File: src/design/cache_pkg.sv
`default_nettype none

package cache_pkg;

    // word and address geometry
    localparam int XLEN        = 32;
    localparam int OFFSET_BITS = 2;
    localparam int SET_BITS    = 4;
    localparam int NUM_SETS    = 16;
    localparam int TAG_BITS    = 26;

    typedef logic [XLEN-1:0]     xlen_t;
    typedef logic [TAG_BITS-1:0] tag_t;
    typedef logic [SET_BITS-1:0] set_idx_t;

    // same 32 bits seen either as a raw word or as tag/index/offset
    typedef union packed {
        xlen_t raw;
        struct packed {
            tag_t                   tag;
            set_idx_t               index;
            logic [OFFSET_BITS-1:0] offset;
        } f;
    } cache_addr_u;

    // one way of one set
    typedef struct packed {
        logic  valid;
        logic  dirty;
        tag_t  tag;
        xlen_t data;
    } cache_line_t;

    typedef struct packed {
        logic  read;
        logic  write;
        xlen_t addr;
        xlen_t wdata;
    } cpu_req_t;

    typedef struct packed {
        logic  read;
        logic  write;
        xlen_t addr;
        xlen_t wdata;
    } mem_req_t;

    // result of looking up the addressed set
    typedef struct packed {
        logic  hit;
        logic  hit_way;
        xlen_t hit_data;
        logic  victim_way;
        logic  victim_wb;
        xlen_t victim_addr;
        xlen_t victim_data;
    } lookup_t;

    typedef enum logic [1:0] {
        LINE_NONE,
        LINE_TOUCH,
        LINE_INSTALL
    } line_op_e;

    // update request from the controller to the way array
    typedef struct packed {
        line_op_e op;
        logic     way;
        tag_t     tag;
        xlen_t    data;
        logic     dirty;
    } line_cmd_t;

endpackage

`default_nettype wire

File: src/design/cache_ways.sv
`timescale 1ns/1ps
`default_nettype none

module cache_ways (
    input  logic                 clk_i,
    input  logic                 rst_i,
    input  cache_pkg::set_idx_t  set_idx_i,
    input  cache_pkg::tag_t      tag_i,
    input  cache_pkg::line_cmd_t cmd_i,
    output cache_pkg::lookup_t   lookup_o
);
    import cache_pkg::*;

    // two ways per set
    cache_line_t lines_q [NUM_SETS][2];

    // per set: index of the least recently used way
    logic [NUM_SETS-1:0] lru_q;

    cache_line_t line0;
    cache_line_t line1;
    cache_line_t victim_line;
    logic        hit0;
    logic        hit1;
    logic        victim_way;
    cache_addr_u victim_addr;

    assign line0 = lines_q[set_idx_i][0];
    assign line1 = lines_q[set_idx_i][1];

    // tag compare on both ways
    assign hit0 = line0.valid && (line0.tag == tag_i);
    assign hit1 = line1.valid && (line1.tag == tag_i);

    // an empty way is taken before the LRU way
    always_comb begin
        if (!line0.valid) begin
            victim_way = 1'b0;
        end else if (!line1.valid) begin
            victim_way = 1'b1;
        end else begin
            victim_way = lru_q[set_idx_i];
        end
    end

    assign victim_line = victim_way ? line1 : line0;

    // rebuild the memory address of the line being evicted
    always_comb begin
        victim_addr.f.tag    = victim_line.tag;
        victim_addr.f.index  = set_idx_i;
        victim_addr.f.offset = '0;
    end

    always_comb begin
        lookup_o.hit         = hit0 || hit1;
        lookup_o.hit_way     = hit1;
        lookup_o.hit_data    = hit1 ? line1.data : line0.data;
        lookup_o.victim_way  = victim_way;
        // only a valid dirty line has to go back to memory
        lookup_o.victim_wb   = victim_line.valid && victim_line.dirty;
        lookup_o.victim_addr = victim_addr.raw;
        lookup_o.victim_data = victim_line.data;
    end

    // line updates, applied at the next edge
    always_ff @(posedge clk_i) begin
        if (rst_i) begin
            lru_q <= '0;
            for (int s = 0; s < NUM_SETS; s++) begin
                for (int w = 0; w < 2; w++) begin
                    lines_q[s][w].valid <= 1'b0;
                    lines_q[s][w].dirty <= 1'b0;
                end
            end
        end else begin
            case (cmd_i.op)
                LINE_TOUCH: begin
                    // the other way becomes least recent
                    lru_q[set_idx_i] <= ~cmd_i.way;
                end
                LINE_INSTALL: begin
                    lines_q[set_idx_i][cmd_i.way] <= '{
                        valid: 1'b1,
                        dirty: cmd_i.dirty,
                        tag:   cmd_i.tag,
                        data:  cmd_i.data
                    };
                    lru_q[set_idx_i] <= ~cmd_i.way;
                end
                default: begin
                end
            endcase
        end
    end

endmodule

`default_nettype wire

File: src/design/cache_fsm.sv
`timescale 1ns/1ps
`default_nettype none

module cache_fsm (
    input  logic                 clk_i,
    input  logic                 rst_i,
    // processor side
    input  cache_pkg::cpu_req_t  cpu_req_i,
    output cache_pkg::xlen_t     readdata_o,
    output logic                 stb_o,
    output logic                 busy_o,
    // memory side
    output cache_pkg::mem_req_t  mem_req_o,
    input  logic                 mem_ack_i,
    input  cache_pkg::xlen_t     mem_rdata_i,
    // way array
    output cache_pkg::set_idx_t  set_idx_o,
    output cache_pkg::tag_t      tag_o,
    input  cache_pkg::lookup_t   lookup_i,
    output cache_pkg::line_cmd_t cmd_o
);
    import cache_pkg::*;

    typedef enum logic [2:0] {
        S_IDLE,
        S_LOOKUP,
        S_WRITEBACK,
        S_FETCH,
        S_INSTALL,
        S_DONE
    } state_e;

    state_e      state_q;
    cpu_req_t    req_q;
    mem_req_t    mem_req_q;
    xlen_t       rdata_q;
    logic        victim_way_q;
    cache_addr_u req_addr;
    mem_req_t    fetch_req;
    mem_req_t    wb_req;

    // split the latched address into tag and set
    assign req_addr.raw = req_q.addr;
    assign set_idx_o    = req_addr.f.index;
    assign tag_o        = req_addr.f.tag;

    assign busy_o     = (state_q != S_IDLE);
    assign stb_o      = (state_q == S_DONE);
    assign readdata_o = rdata_q;
    assign mem_req_o  = mem_req_q;

    // the two memory requests the controller can issue
    always_comb begin
        fetch_req       = '0;
        fetch_req.read  = 1'b1;
        fetch_req.addr  = req_q.addr;

        wb_req          = '0;
        wb_req.write    = 1'b1;
        wb_req.addr     = lookup_i.victim_addr;
        wb_req.wdata    = lookup_i.victim_data;
    end

    // line commands to the way array
    always_comb begin
        cmd_o.op    = LINE_NONE;
        cmd_o.way   = victim_way_q;
        cmd_o.tag   = req_addr.f.tag;
        // rdata_q holds the write data or the fetched word by now
        cmd_o.data  = rdata_q;
        cmd_o.dirty = req_q.write;
        case (state_q)
            S_LOOKUP: begin
                if (lookup_i.hit) begin
                    cmd_o.way = lookup_i.hit_way;
                    if (req_q.write) begin
                        // a write hit rewrites the line in place
                        cmd_o.op    = LINE_INSTALL;
                        cmd_o.data  = req_q.wdata;
                        cmd_o.dirty = 1'b1;
                    end else begin
                        cmd_o.op = LINE_TOUCH;
                    end
                end
            end
            S_INSTALL: begin
                cmd_o.op = LINE_INSTALL;
            end
            default: begin
            end
        endcase
    end

    // state and memory request sequencing
    always_ff @(posedge clk_i) begin
        if (rst_i) begin
            state_q   <= S_IDLE;
            mem_req_q <= '0;
        end else begin
            case (state_q)
                S_IDLE: begin
                    if (cpu_req_i.read || cpu_req_i.write) begin
                        state_q <= S_LOOKUP;
                    end
                end
                S_LOOKUP: begin
                    if (lookup_i.hit) begin
                        state_q <= S_DONE;
                    end else if (lookup_i.victim_wb) begin
                        mem_req_q <= wb_req;
                        state_q   <= S_WRITEBACK;
                    end else if (req_q.read) begin
                        mem_req_q <= fetch_req;
                        state_q   <= S_FETCH;
                    end else begin
                        // write miss into a clean or empty way
                        state_q <= S_INSTALL;
                    end
                end
                S_WRITEBACK: begin
                    if (mem_ack_i) begin
                        if (req_q.read) begin
                            mem_req_q <= fetch_req;
                            state_q   <= S_FETCH;
                        end else begin
                            mem_req_q <= '0;
                            state_q   <= S_INSTALL;
                        end
                    end
                end
                S_FETCH: begin
                    if (mem_ack_i) begin
                        mem_req_q <= '0;
                        state_q   <= S_INSTALL;
                    end
                end
                S_INSTALL: begin
                    state_q <= S_DONE;
                end
                S_DONE: begin
                    state_q <= S_IDLE;
                end
                default: begin
                    mem_req_q <= '0;
                    state_q   <= S_IDLE;
                end
            endcase
        end
    end

    // request, victim way and data word
    always_ff @(posedge clk_i) begin
        case (state_q)
            S_IDLE: begin
                req_q <= cpu_req_i;
            end
            S_LOOKUP: begin
                victim_way_q <= lookup_i.victim_way;
                if (req_q.read && lookup_i.hit) begin
                    rdata_q <= lookup_i.hit_data;
                end else begin
                    // read misses overwrite this with the fetched word
                    rdata_q <= req_q.wdata;
                end
            end
            S_FETCH: begin
                if (mem_ack_i) begin
                    rdata_q <= mem_rdata_i;
                end
            end
            default: begin
            end
        endcase
    end

endmodule

`default_nettype wire

File: src/design/cache_top.sv
`timescale 1ns/1ps
`default_nettype none

module cache_top (
    input  logic                clk_i,
    input  logic                rst_i,
    // processor port
    input  cache_pkg::cpu_req_t cpu_req_i,
    output cache_pkg::xlen_t    readdata_o,
    output logic                stb_o,
    output logic                busy_o,
    // main memory port
    output cache_pkg::mem_req_t mem_req_o,
    input  logic                mem_ack_i,
    input  cache_pkg::xlen_t    mem_rdata_i
);
    import cache_pkg::*;

    // controller to way array
    set_idx_t  set_idx;
    tag_t      tag;
    line_cmd_t line_cmd;
    lookup_t   lookup;

    cache_fsm cache_fsm_inst (
        .clk_i       (clk_i),
        .rst_i       (rst_i),
        .cpu_req_i   (cpu_req_i),
        .readdata_o  (readdata_o),
        .stb_o       (stb_o),
        .busy_o      (busy_o),
        .mem_req_o   (mem_req_o),
        .mem_ack_i   (mem_ack_i),
        .mem_rdata_i (mem_rdata_i),
        .set_idx_o   (set_idx),
        .tag_o       (tag),
        .lookup_i    (lookup),
        .cmd_o       (line_cmd)
    );

    cache_ways cache_ways_inst (
        .clk_i     (clk_i),
        .rst_i     (rst_i),
        .set_idx_i (set_idx),
        .tag_i     (tag),
        .cmd_i     (line_cmd),
        .lookup_o  (lookup)
    );

endmodule

`default_nettype wire

File: config.mk
export PLATFORM = sky130hd
export DESIGN_NAME = cache_top
export DESIGN_NICKNAME = d
export VERILOG_FILES = /design/src/design/cache_pkg.sv /design/src/design/cache_ways.sv /design/src/design/cache_fsm.sv /design/src/design/cache_top.sv
export SDC_FILE = /design/constraint.sdc
export NUM_CORES = 2
export LEC_CHECK = 0
export BUFFER_PORTS_ARGS = -buffer_cell sky130_fd_sc_hd__buf_2
export CAP_MARGIN = 20
export CORE_MARGIN = 1
export CORE_UTILIZATION = 45
export CTS_BUF_LIST = sky130_fd_sc_hd__clkbuf_8 sky130_fd_sc_hd__clkbuf_16
export CTS_CLUSTER_SIZE = 10
export DETAILED_ROUTE_END_ITERATION = 7
export PLACE_DENSITY = 0.63
export SLEW_MARGIN = 5
export SYNTH_ARGS = -nofsm -noshare
export SYNTH_HDL_FRONTEND = slang
export SYNTH_SLANG_ARGS = --single-unit
File: constraint.sdc
create_clock -name clk_i -period 13 [get_ports clk_i]
set_clock_uncertainty 0.15 [all_clocks]
set_input_delay 0.65 -clock clk_i [delete_from_list [all_inputs] [get_ports clk_i]]
set_output_delay 0.65 -clock clk_i [all_outputs]
set_load 0.01 [all_outputs]
# Yosys cells after proc, flatten, opt, wreduce, memory -nomap -nowiden
# Memory sizes are Yosys's and may differ from the RTL's. A register that Yosys moved wholly into a read port is not among the register bits.
# Cells that the tools add are included.
# Widths: inputs -> output; s select.
dict set report totals {
  reg_bits 184
  ram_bits 1920
  in_bits 101
  out_inout_bits 100
  wordCells 95
  memories 1
}
dict set report classes {
  magnitude_cmp 4
  n_eq_ne 14
  muxes 44
  bitwise_logic 3
  n_reduce_logical 17
}
# name words word_bits read_ports rd_clocked_by_memory_dff write_ports line_no
set mem_list {}
lappend mem_list {cache_ways_inst.lines_q 16 120 1 1 16 cache_ways.sv:15} ;# cache_line_t lines_q [NUM_SETS][2];
# cell count
set ops {}
lappend ops {{$mux 66} 6}
lappend ops {{$mux 120} 3}
lappend ops {{$pmux 66 s4} 1}
lappend ops {{$mux 60} 2}
lappend ops {{$reduce_or 120->1} 1}
lappend ops {{$mux 33} 3}
lappend ops {{$mux 32} 3}
lappend ops {{$pmux 32 s2} 1}
lappend ops {{$demux 60 s1} 1}
lappend ops {{$eq 26x26->1} 2}
lappend ops {{$mux 3} 7}
lappend ops {{$bwmux 16} 1}
lappend ops {{$pmux 3 s5} 1}
lappend ops {{$mux 1} 9}
lappend ops {{$mux 4} 2}
lappend ops {{$eq 3x2->1 const B} 2}
lappend ops {{$eq 3x3->1 const B} 2}
lappend ops {{$logic_and 1x1->1} 6}
lappend ops {{$ne 2x2->1 const B} 3}
lappend ops {{$lt 4x5->1 const B} 1}
lappend ops {{$reduce_and 5->1} 1}
lappend ops {{$bmux 1 s4} 1}
lappend ops {{$demux 1 s4} 1}
lappend ops {{$ge 4x1->1 const B} 1}
lappend ops {{19 further kinds} 21}

# Longest topological paths before layout
dict set report depth {
  ltp_word 13
  depth_mapped 21
  ltp_nobuf 14
}

# Hierarchy
# Synthesis repeated with hierarchy kept, for this count alone.
dict set report hier_totals {
  cells_unflattened 4169
  area_unflattened_um2 84090.6
}
# mod instances cells_each area_per_inst_um2 seq_area_each_um2
set modules_own_cells {}
lappend modules_own_cells {cache_ways 1 3630 76981.3 57655.3}
lappend modules_own_cells {cache_fsm 1 539 7109.3 4354.2}

# Worst setup path after synthesis
# OpenSTA, ideal clock, no wires.
dict set report synth_path {
  kind {register -> register}
  start {reg with a tool-made name}
  end {mem cache_ways_inst.lines_q[15][0] (netlist name) (enable)}
  setup_ns 0.474
  arrival_ns 6.270
  required_time_ns 12.376
  path_slack_ns 6.105
  stages_incl_launch_ff 19
  n_path_buf 5
  period_less_slack_ns 6.895
  cell_sequence {dfxtp_1 > buf_6 > buf_6 > buf_2 > mux4_2 > mux2i_1 > xor2_1 > a21oi_1 > nor4b_1 > nand4b_2 > nand2_1 > nand4b_1 > a21oi_1 > ha_1 > nor2b_1 > nand2b_1 > buf_2 > buf_2 > nor2_1}
}
# element line_no
set synth_lines {}
lappend synth_lines {{end: declaration} cache_ways.sv:15}

==> impl.org <==
** Yosys
- Counting every net in the synthesized netlist gives 4,232.
- Largest area contributor in the synthesized netlist :: sky130_fd_sc_hd__edfxtp_1
- Unique cell type count in the Yosys netlist :: 96
- Each instance of the synthesized netlist takes up on average 20.40 um^2.
- Most used flip-flop cell after synthesis :: sky130_fd_sc_hd__edfxtp_1
- After synthesis, the cell types taking the most area are sky130_fd_sc_hd__edfxtp_1 71%, sky130_fd_sc_hd__mux4_2 12%, sky130_fd_sc_hd__dfxtp_1 2.9%, sky130_fd_sc_hd__mux2i_1 2.4%, sky130_fd_sc_hd__mux4_1 1.8%.
- Mux share of post-synthesis cell area :: between 10% and 20%
- Of the synthesized area, sequential elements account for ~74%.
- Of the total synthesized cell area, the portion taken by XOR and XNOR cells is less than 1%.
- Post-Synth Adder-Cell Area :: less than 1%
- In the synthesized netlist the async set-or-reset flop fraction comes to 0%.
- Synthesis handed over a netlist of slightly above 4,000 instances.
- Summing the areas of all compound-gate instances in the mapped netlist gives under 10% of the synthesized area.
- Mapped cell area :: around 84,000 um^2
- Register bit total from synthesis :: 2,108
- Yosys printed 0 warnings.
- Post-synth EDFFs :: around 2,000
- After synthesis, the largest area contributor takes up roughly 70% of total cell area.
- After Yosys synthesis, and, or, nand and nor cells account for 2.731% of the synthesized area.
- By area, the combinational part of the netlist is dominated by multiplexers.

** Layout
- Layout Area Growth over Synthesis :: 13.62%
- Multi-input gate area in the final layout :: 20,830 um^2
- The sequential cells in the finished layout cover a total of just over 60,000 um^2.
- The post-route netlist has approximately a quarter of its cells at a drive strength greater than 1.
- Fill count :: about 14,000
- Ant. Diodes :: 0
- In the layout the commonest cells are 1,987 x sky130_fd_sc_hd__edfxtp_1, 459 x sky130_fd_sc_hd__mux4_2, 237 x sky130_fd_sc_hd__clkbuf_16, 200 x sky130_fd_sc_hd__mux2i_1, 200 x sky130_fd_sc_hd__buf_2.
- At the end of the flow, the number of nets in the layout was 4,628.
- After routing the design area is roughly 96,000 um^2.
- Leaving out fill and tap cells, the most frequent cell in the layout is sky130_fd_sc_hd__edfxtp_1.
- Cells fill 51.57% of the core in the end.

** Routing
- Post-detailed-routing wire length :: 235.3 mm
- After detailed routing, the average wire length per cell comes to around 33 um.
- Post-DR vias/cell :: just over 6
- The detailed router finished its first iteration with between 5,000 and 6,000 violations.
- Drt first pass iters :: 6
- Final routed DRC violation total :: 0
- For this block, the via count after detailed routing is roughly 44,000.
- The detail route stage leaves a number of antenna-violating nets equal to 0.

** Power
- Summed over all nets, the switching power comes to around 7.4 mW.
- Sequential cells account for about two fifths of the total power.
- IR drop worst, VDD :: between 200 and 250 uV
- Switching portion of total power :: around a third
- Power spread over the standard cell area amounts to roughly 230 nW/um^2.
- Internal power contribution :: approximately 14 mW
- The clock network is responsible for between 20% and 30% of the overall power.
- Combinational logic burns between 30% and 40% of the power.
- Total design power :: around 22 mW
- Reported leakage power :: 30.94 nW

** Placement
- During placement, the flow inserted port buffers numbering 200.
- The placed instances occupy a cell area of a little under 90,000 um^2.
- Hpwl dp :: roughly 140 mm
- The congestion estimate from routability-driven global placement came to approximately 0.9.

** Setup path
- FF-to-FF path depth :: 18
- STA classifies the critical path startpoint as a flip-flop.
- Signal arrival time at the worst endpoint :: about 8700 ps
- The critical path is of the reg -> reg type.
- STA puts the critical path data required time at about 13,000 ps.
- CP max FO :: ~110
- Critical Path Sink Type :: flip-flop

** Timing
- The smallest clock period supported by the final layout is computed as ~8300 ps.
- Setup repair after global routing left no endpoint under its margin.
- The number of endpoints with negative hold slack in the final report came to 0.
- Final Max Slew Viols :: 0
- Final-report setup violation count :: 0
- For the pin with the worst max-slew slack, the measured transition is between 1000 and 1500 ps.
- Fin Setup TNS :: 0 ps
- Maximum clock frequency :: roughly 0.12 GHz
- Smallest hold slack :: 137.8 ps
- In the finished design, the share of the clock period the worst path needs comes to about 64%.
- Measured against its own limit, the worst slew margin works out to a little under a quarter.

** GRT
- GRT overflow :: 0
- Global routing used between 20% and 30% of the available tracks across all layers.
- Antenna violations before repair :: 2
- The first global-routing pass estimated between 300 and 400 mm of wire.
- Pin count of the biggest net entering global routing :: approximately 120
- Via count of the first global-routing pass :: roughly 44,000

** Run status
- The run finished with clean final reports.

** CTS
- Number of hold buffers added after CTS :: 98
- Gates resized during post-CTS repair numbered 0.
- No sink is reached through more buffers than the 3 on the longest clock path.
- After clock tree synthesis, the setup repair step added 0 buffers.
- The H-tree generated during clock tree synthesis spans 4 levels.
- Clk Latency, worst-skew pair :: 870 ps
- Total clock buffers created by CTS :: 231
- CTS placed an instance of sky130_fd_sc_hd__clkbuf_16 at the clock tree root.
- Number of sinks on the clock net :: around 2,100
- TritonCTS built the clock tree.
- CTS clock-pin slew for the worst setup and hold paths :: about 60 ps

** Die
- Die height :: 434.7 um
- The floorplan step defined a die boundary enclosing 189,000 um^2.
- Top-Level Pins :: 201
- The floorplan step defined a core boundary enclosing ~190,000 um^2.
- Horiz. Die Dim :: 434.7 um
- After floorplanning, the core was divided into between 150 and 200 placement rows.
- Initial core utilization :: between 40 and 50%

** Worst hold path
- The worst hold path was traced through 3 stages.
- Path category of the worst min-delay check :: in -> reg

** Job
- The tool flagged a number of max-cap violations equal to 0.
## cell type report
type	count	share of cell area (%)
Sequential cell	2108	64.87
Multi-Input combinational cell	1743	21.76
Clock buffer	237	6.195
Timing Repair Buffer	427	3.313
Tap cell	2480	3.241
Clock inverter	100	0.5528
Inverter	15	0.06927
## worst paths after layout
kind                                                    from                              end  slack, ps
worst max-delay path                               flip-flop  cache_ways_inst.lines_q[14][95]       4680
worst min-delay path                               mem_ack_i        cache_fsm_inst.state_q[0]        140
worst max register to register                     flip-flop  cache_ways_inst.lines_q[14][95]       4680
worst min register to register  cache_fsm_inst.mem_req_o[41]     cache_fsm_inst.mem_req_o[41]        300
## metal layers
layer | wire length, um | global-route usage (%) | vias up
met4 | 8445 | 8.959 | 0
met2 | 118400 | 41.58 | 1993
met3 | 15750 | 3.408 | 345
li1 | - | - | 17910
met1 | 92700 | 33.35 | 23500
met5 | 0 | 0 | -
## per-stage QoR
| step | std cells | worst slack [ps] |
|---|---|---|
| 5_1_grt | 7110 | 4299 |
| 3_3_place_gp | 6663 | 4687 |
| 6_report | 7110 | 4680 |
| 4_1_cts | 7104 | 4677 |
| 3_5_place_dp | 6669 | 4668 |
| 2_1_floorplan | 4130 | 6105 |
## cell families after synthesis
group	count (synthesis)
flip-flops	2108
AND/OR/NAND/NOR	470
AO/OA/AOI/OAI	402
adder cells (fa/ha/maj)	1
multiplexers	806
buffers and inverters	279
XOR/XNOR	64
## cells in the mapped netlist (all sizes together) (6+ instances only)
| cell | count |
|---|---|
| edfxtp | 1987 |
| mux4 | 516 |
| mux2i | 200 |
| nand2 | 149 |
| nor2 | 145 |
| buf | 136 |
| clkbuf | 123 |
| dfxtp | 121 |
| o21ai | 115 |
| mux2 | 90 |
| a21oi | 57 |
| nand4 | 44 |
| xnor2 | 40 |
| o2bb2ai | 33 |
| o31ai | 33 |
| a22oi | 31 |
| xor2 | 24 |
| nand3 | 22 |
| nor3 | 22 |
| a22o | 20 |
| nor2b | 20 |
| a221oi | 18 |
| a21o | 15 |
| inv | 14 |
| a211oi | 13 |
| o22ai | 12 |
| and2 | 9 |
| nor4 | 9 |
| and3 | 8 |
| nand2b | 8 |
| a31o | 7 |
| o211ai | 7 |
| nand3b | 6 |
| nand4b | 6 |
## registers in the layout (all words and copies together), names as in the netlist, named ones only
name / flops
cache_fsm_inst.readdata_o: 32
cache_fsm_inst.state_q: 3
cache_ways_inst.lines_q: 1920
cache_fsm_inst.req_addr: 32
cache_fsm_inst.req_q: 34
cache_ways_inst.lru_q: 16
cache_fsm_inst.victim_way_q: 1
cache_fsm_inst.mem_req_o: 66
## worst max-delay path, cell delays in order, from the launching register on
cell	delay (ps)
sky130_fd_sc_hd__dfxtp_4	500
sky130_fd_sc_hd__buf_12	530
sky130_fd_sc_hd__buf_4	860
sky130_fd_sc_hd__mux4_1	640
sky130_fd_sc_hd__mux2_2	290
sky130_fd_sc_hd__mux2_2	290
sky130_fd_sc_hd__a211oi_1	210
sky130_fd_sc_hd__o2111ai_1	160
sky130_fd_sc_hd__a2111o_1	340
sky130_fd_sc_hd__nand4b_4	300
sky130_fd_sc_hd__nand2_1	170
sky130_fd_sc_hd__nand4b_1	110
sky130_fd_sc_hd__a21oi_1	200
sky130_fd_sc_hd__ha_1	160
sky130_fd_sc_hd__nor2b_1	400
sky130_fd_sc_hd__nand2_2	70
sky130_fd_sc_hd__buf_4	350
sky130_fd_sc_hd__nor2_4	950
sky130_fd_sc_hd__buf_4	770
## power groups by stage
stage               clock [mW]  sequential (mW)  combinational [mW]
floorplan                    0             8.87                4.37
global placement             0             8.81                7.11
detailed placement           0             8.82                7.17
CTS                       5.81             8.68                7.21
global route              6.06             8.70                7.51
finish                    5.75             8.68                7.20
No activity file was read; power rests on OpenSTA's default activity.
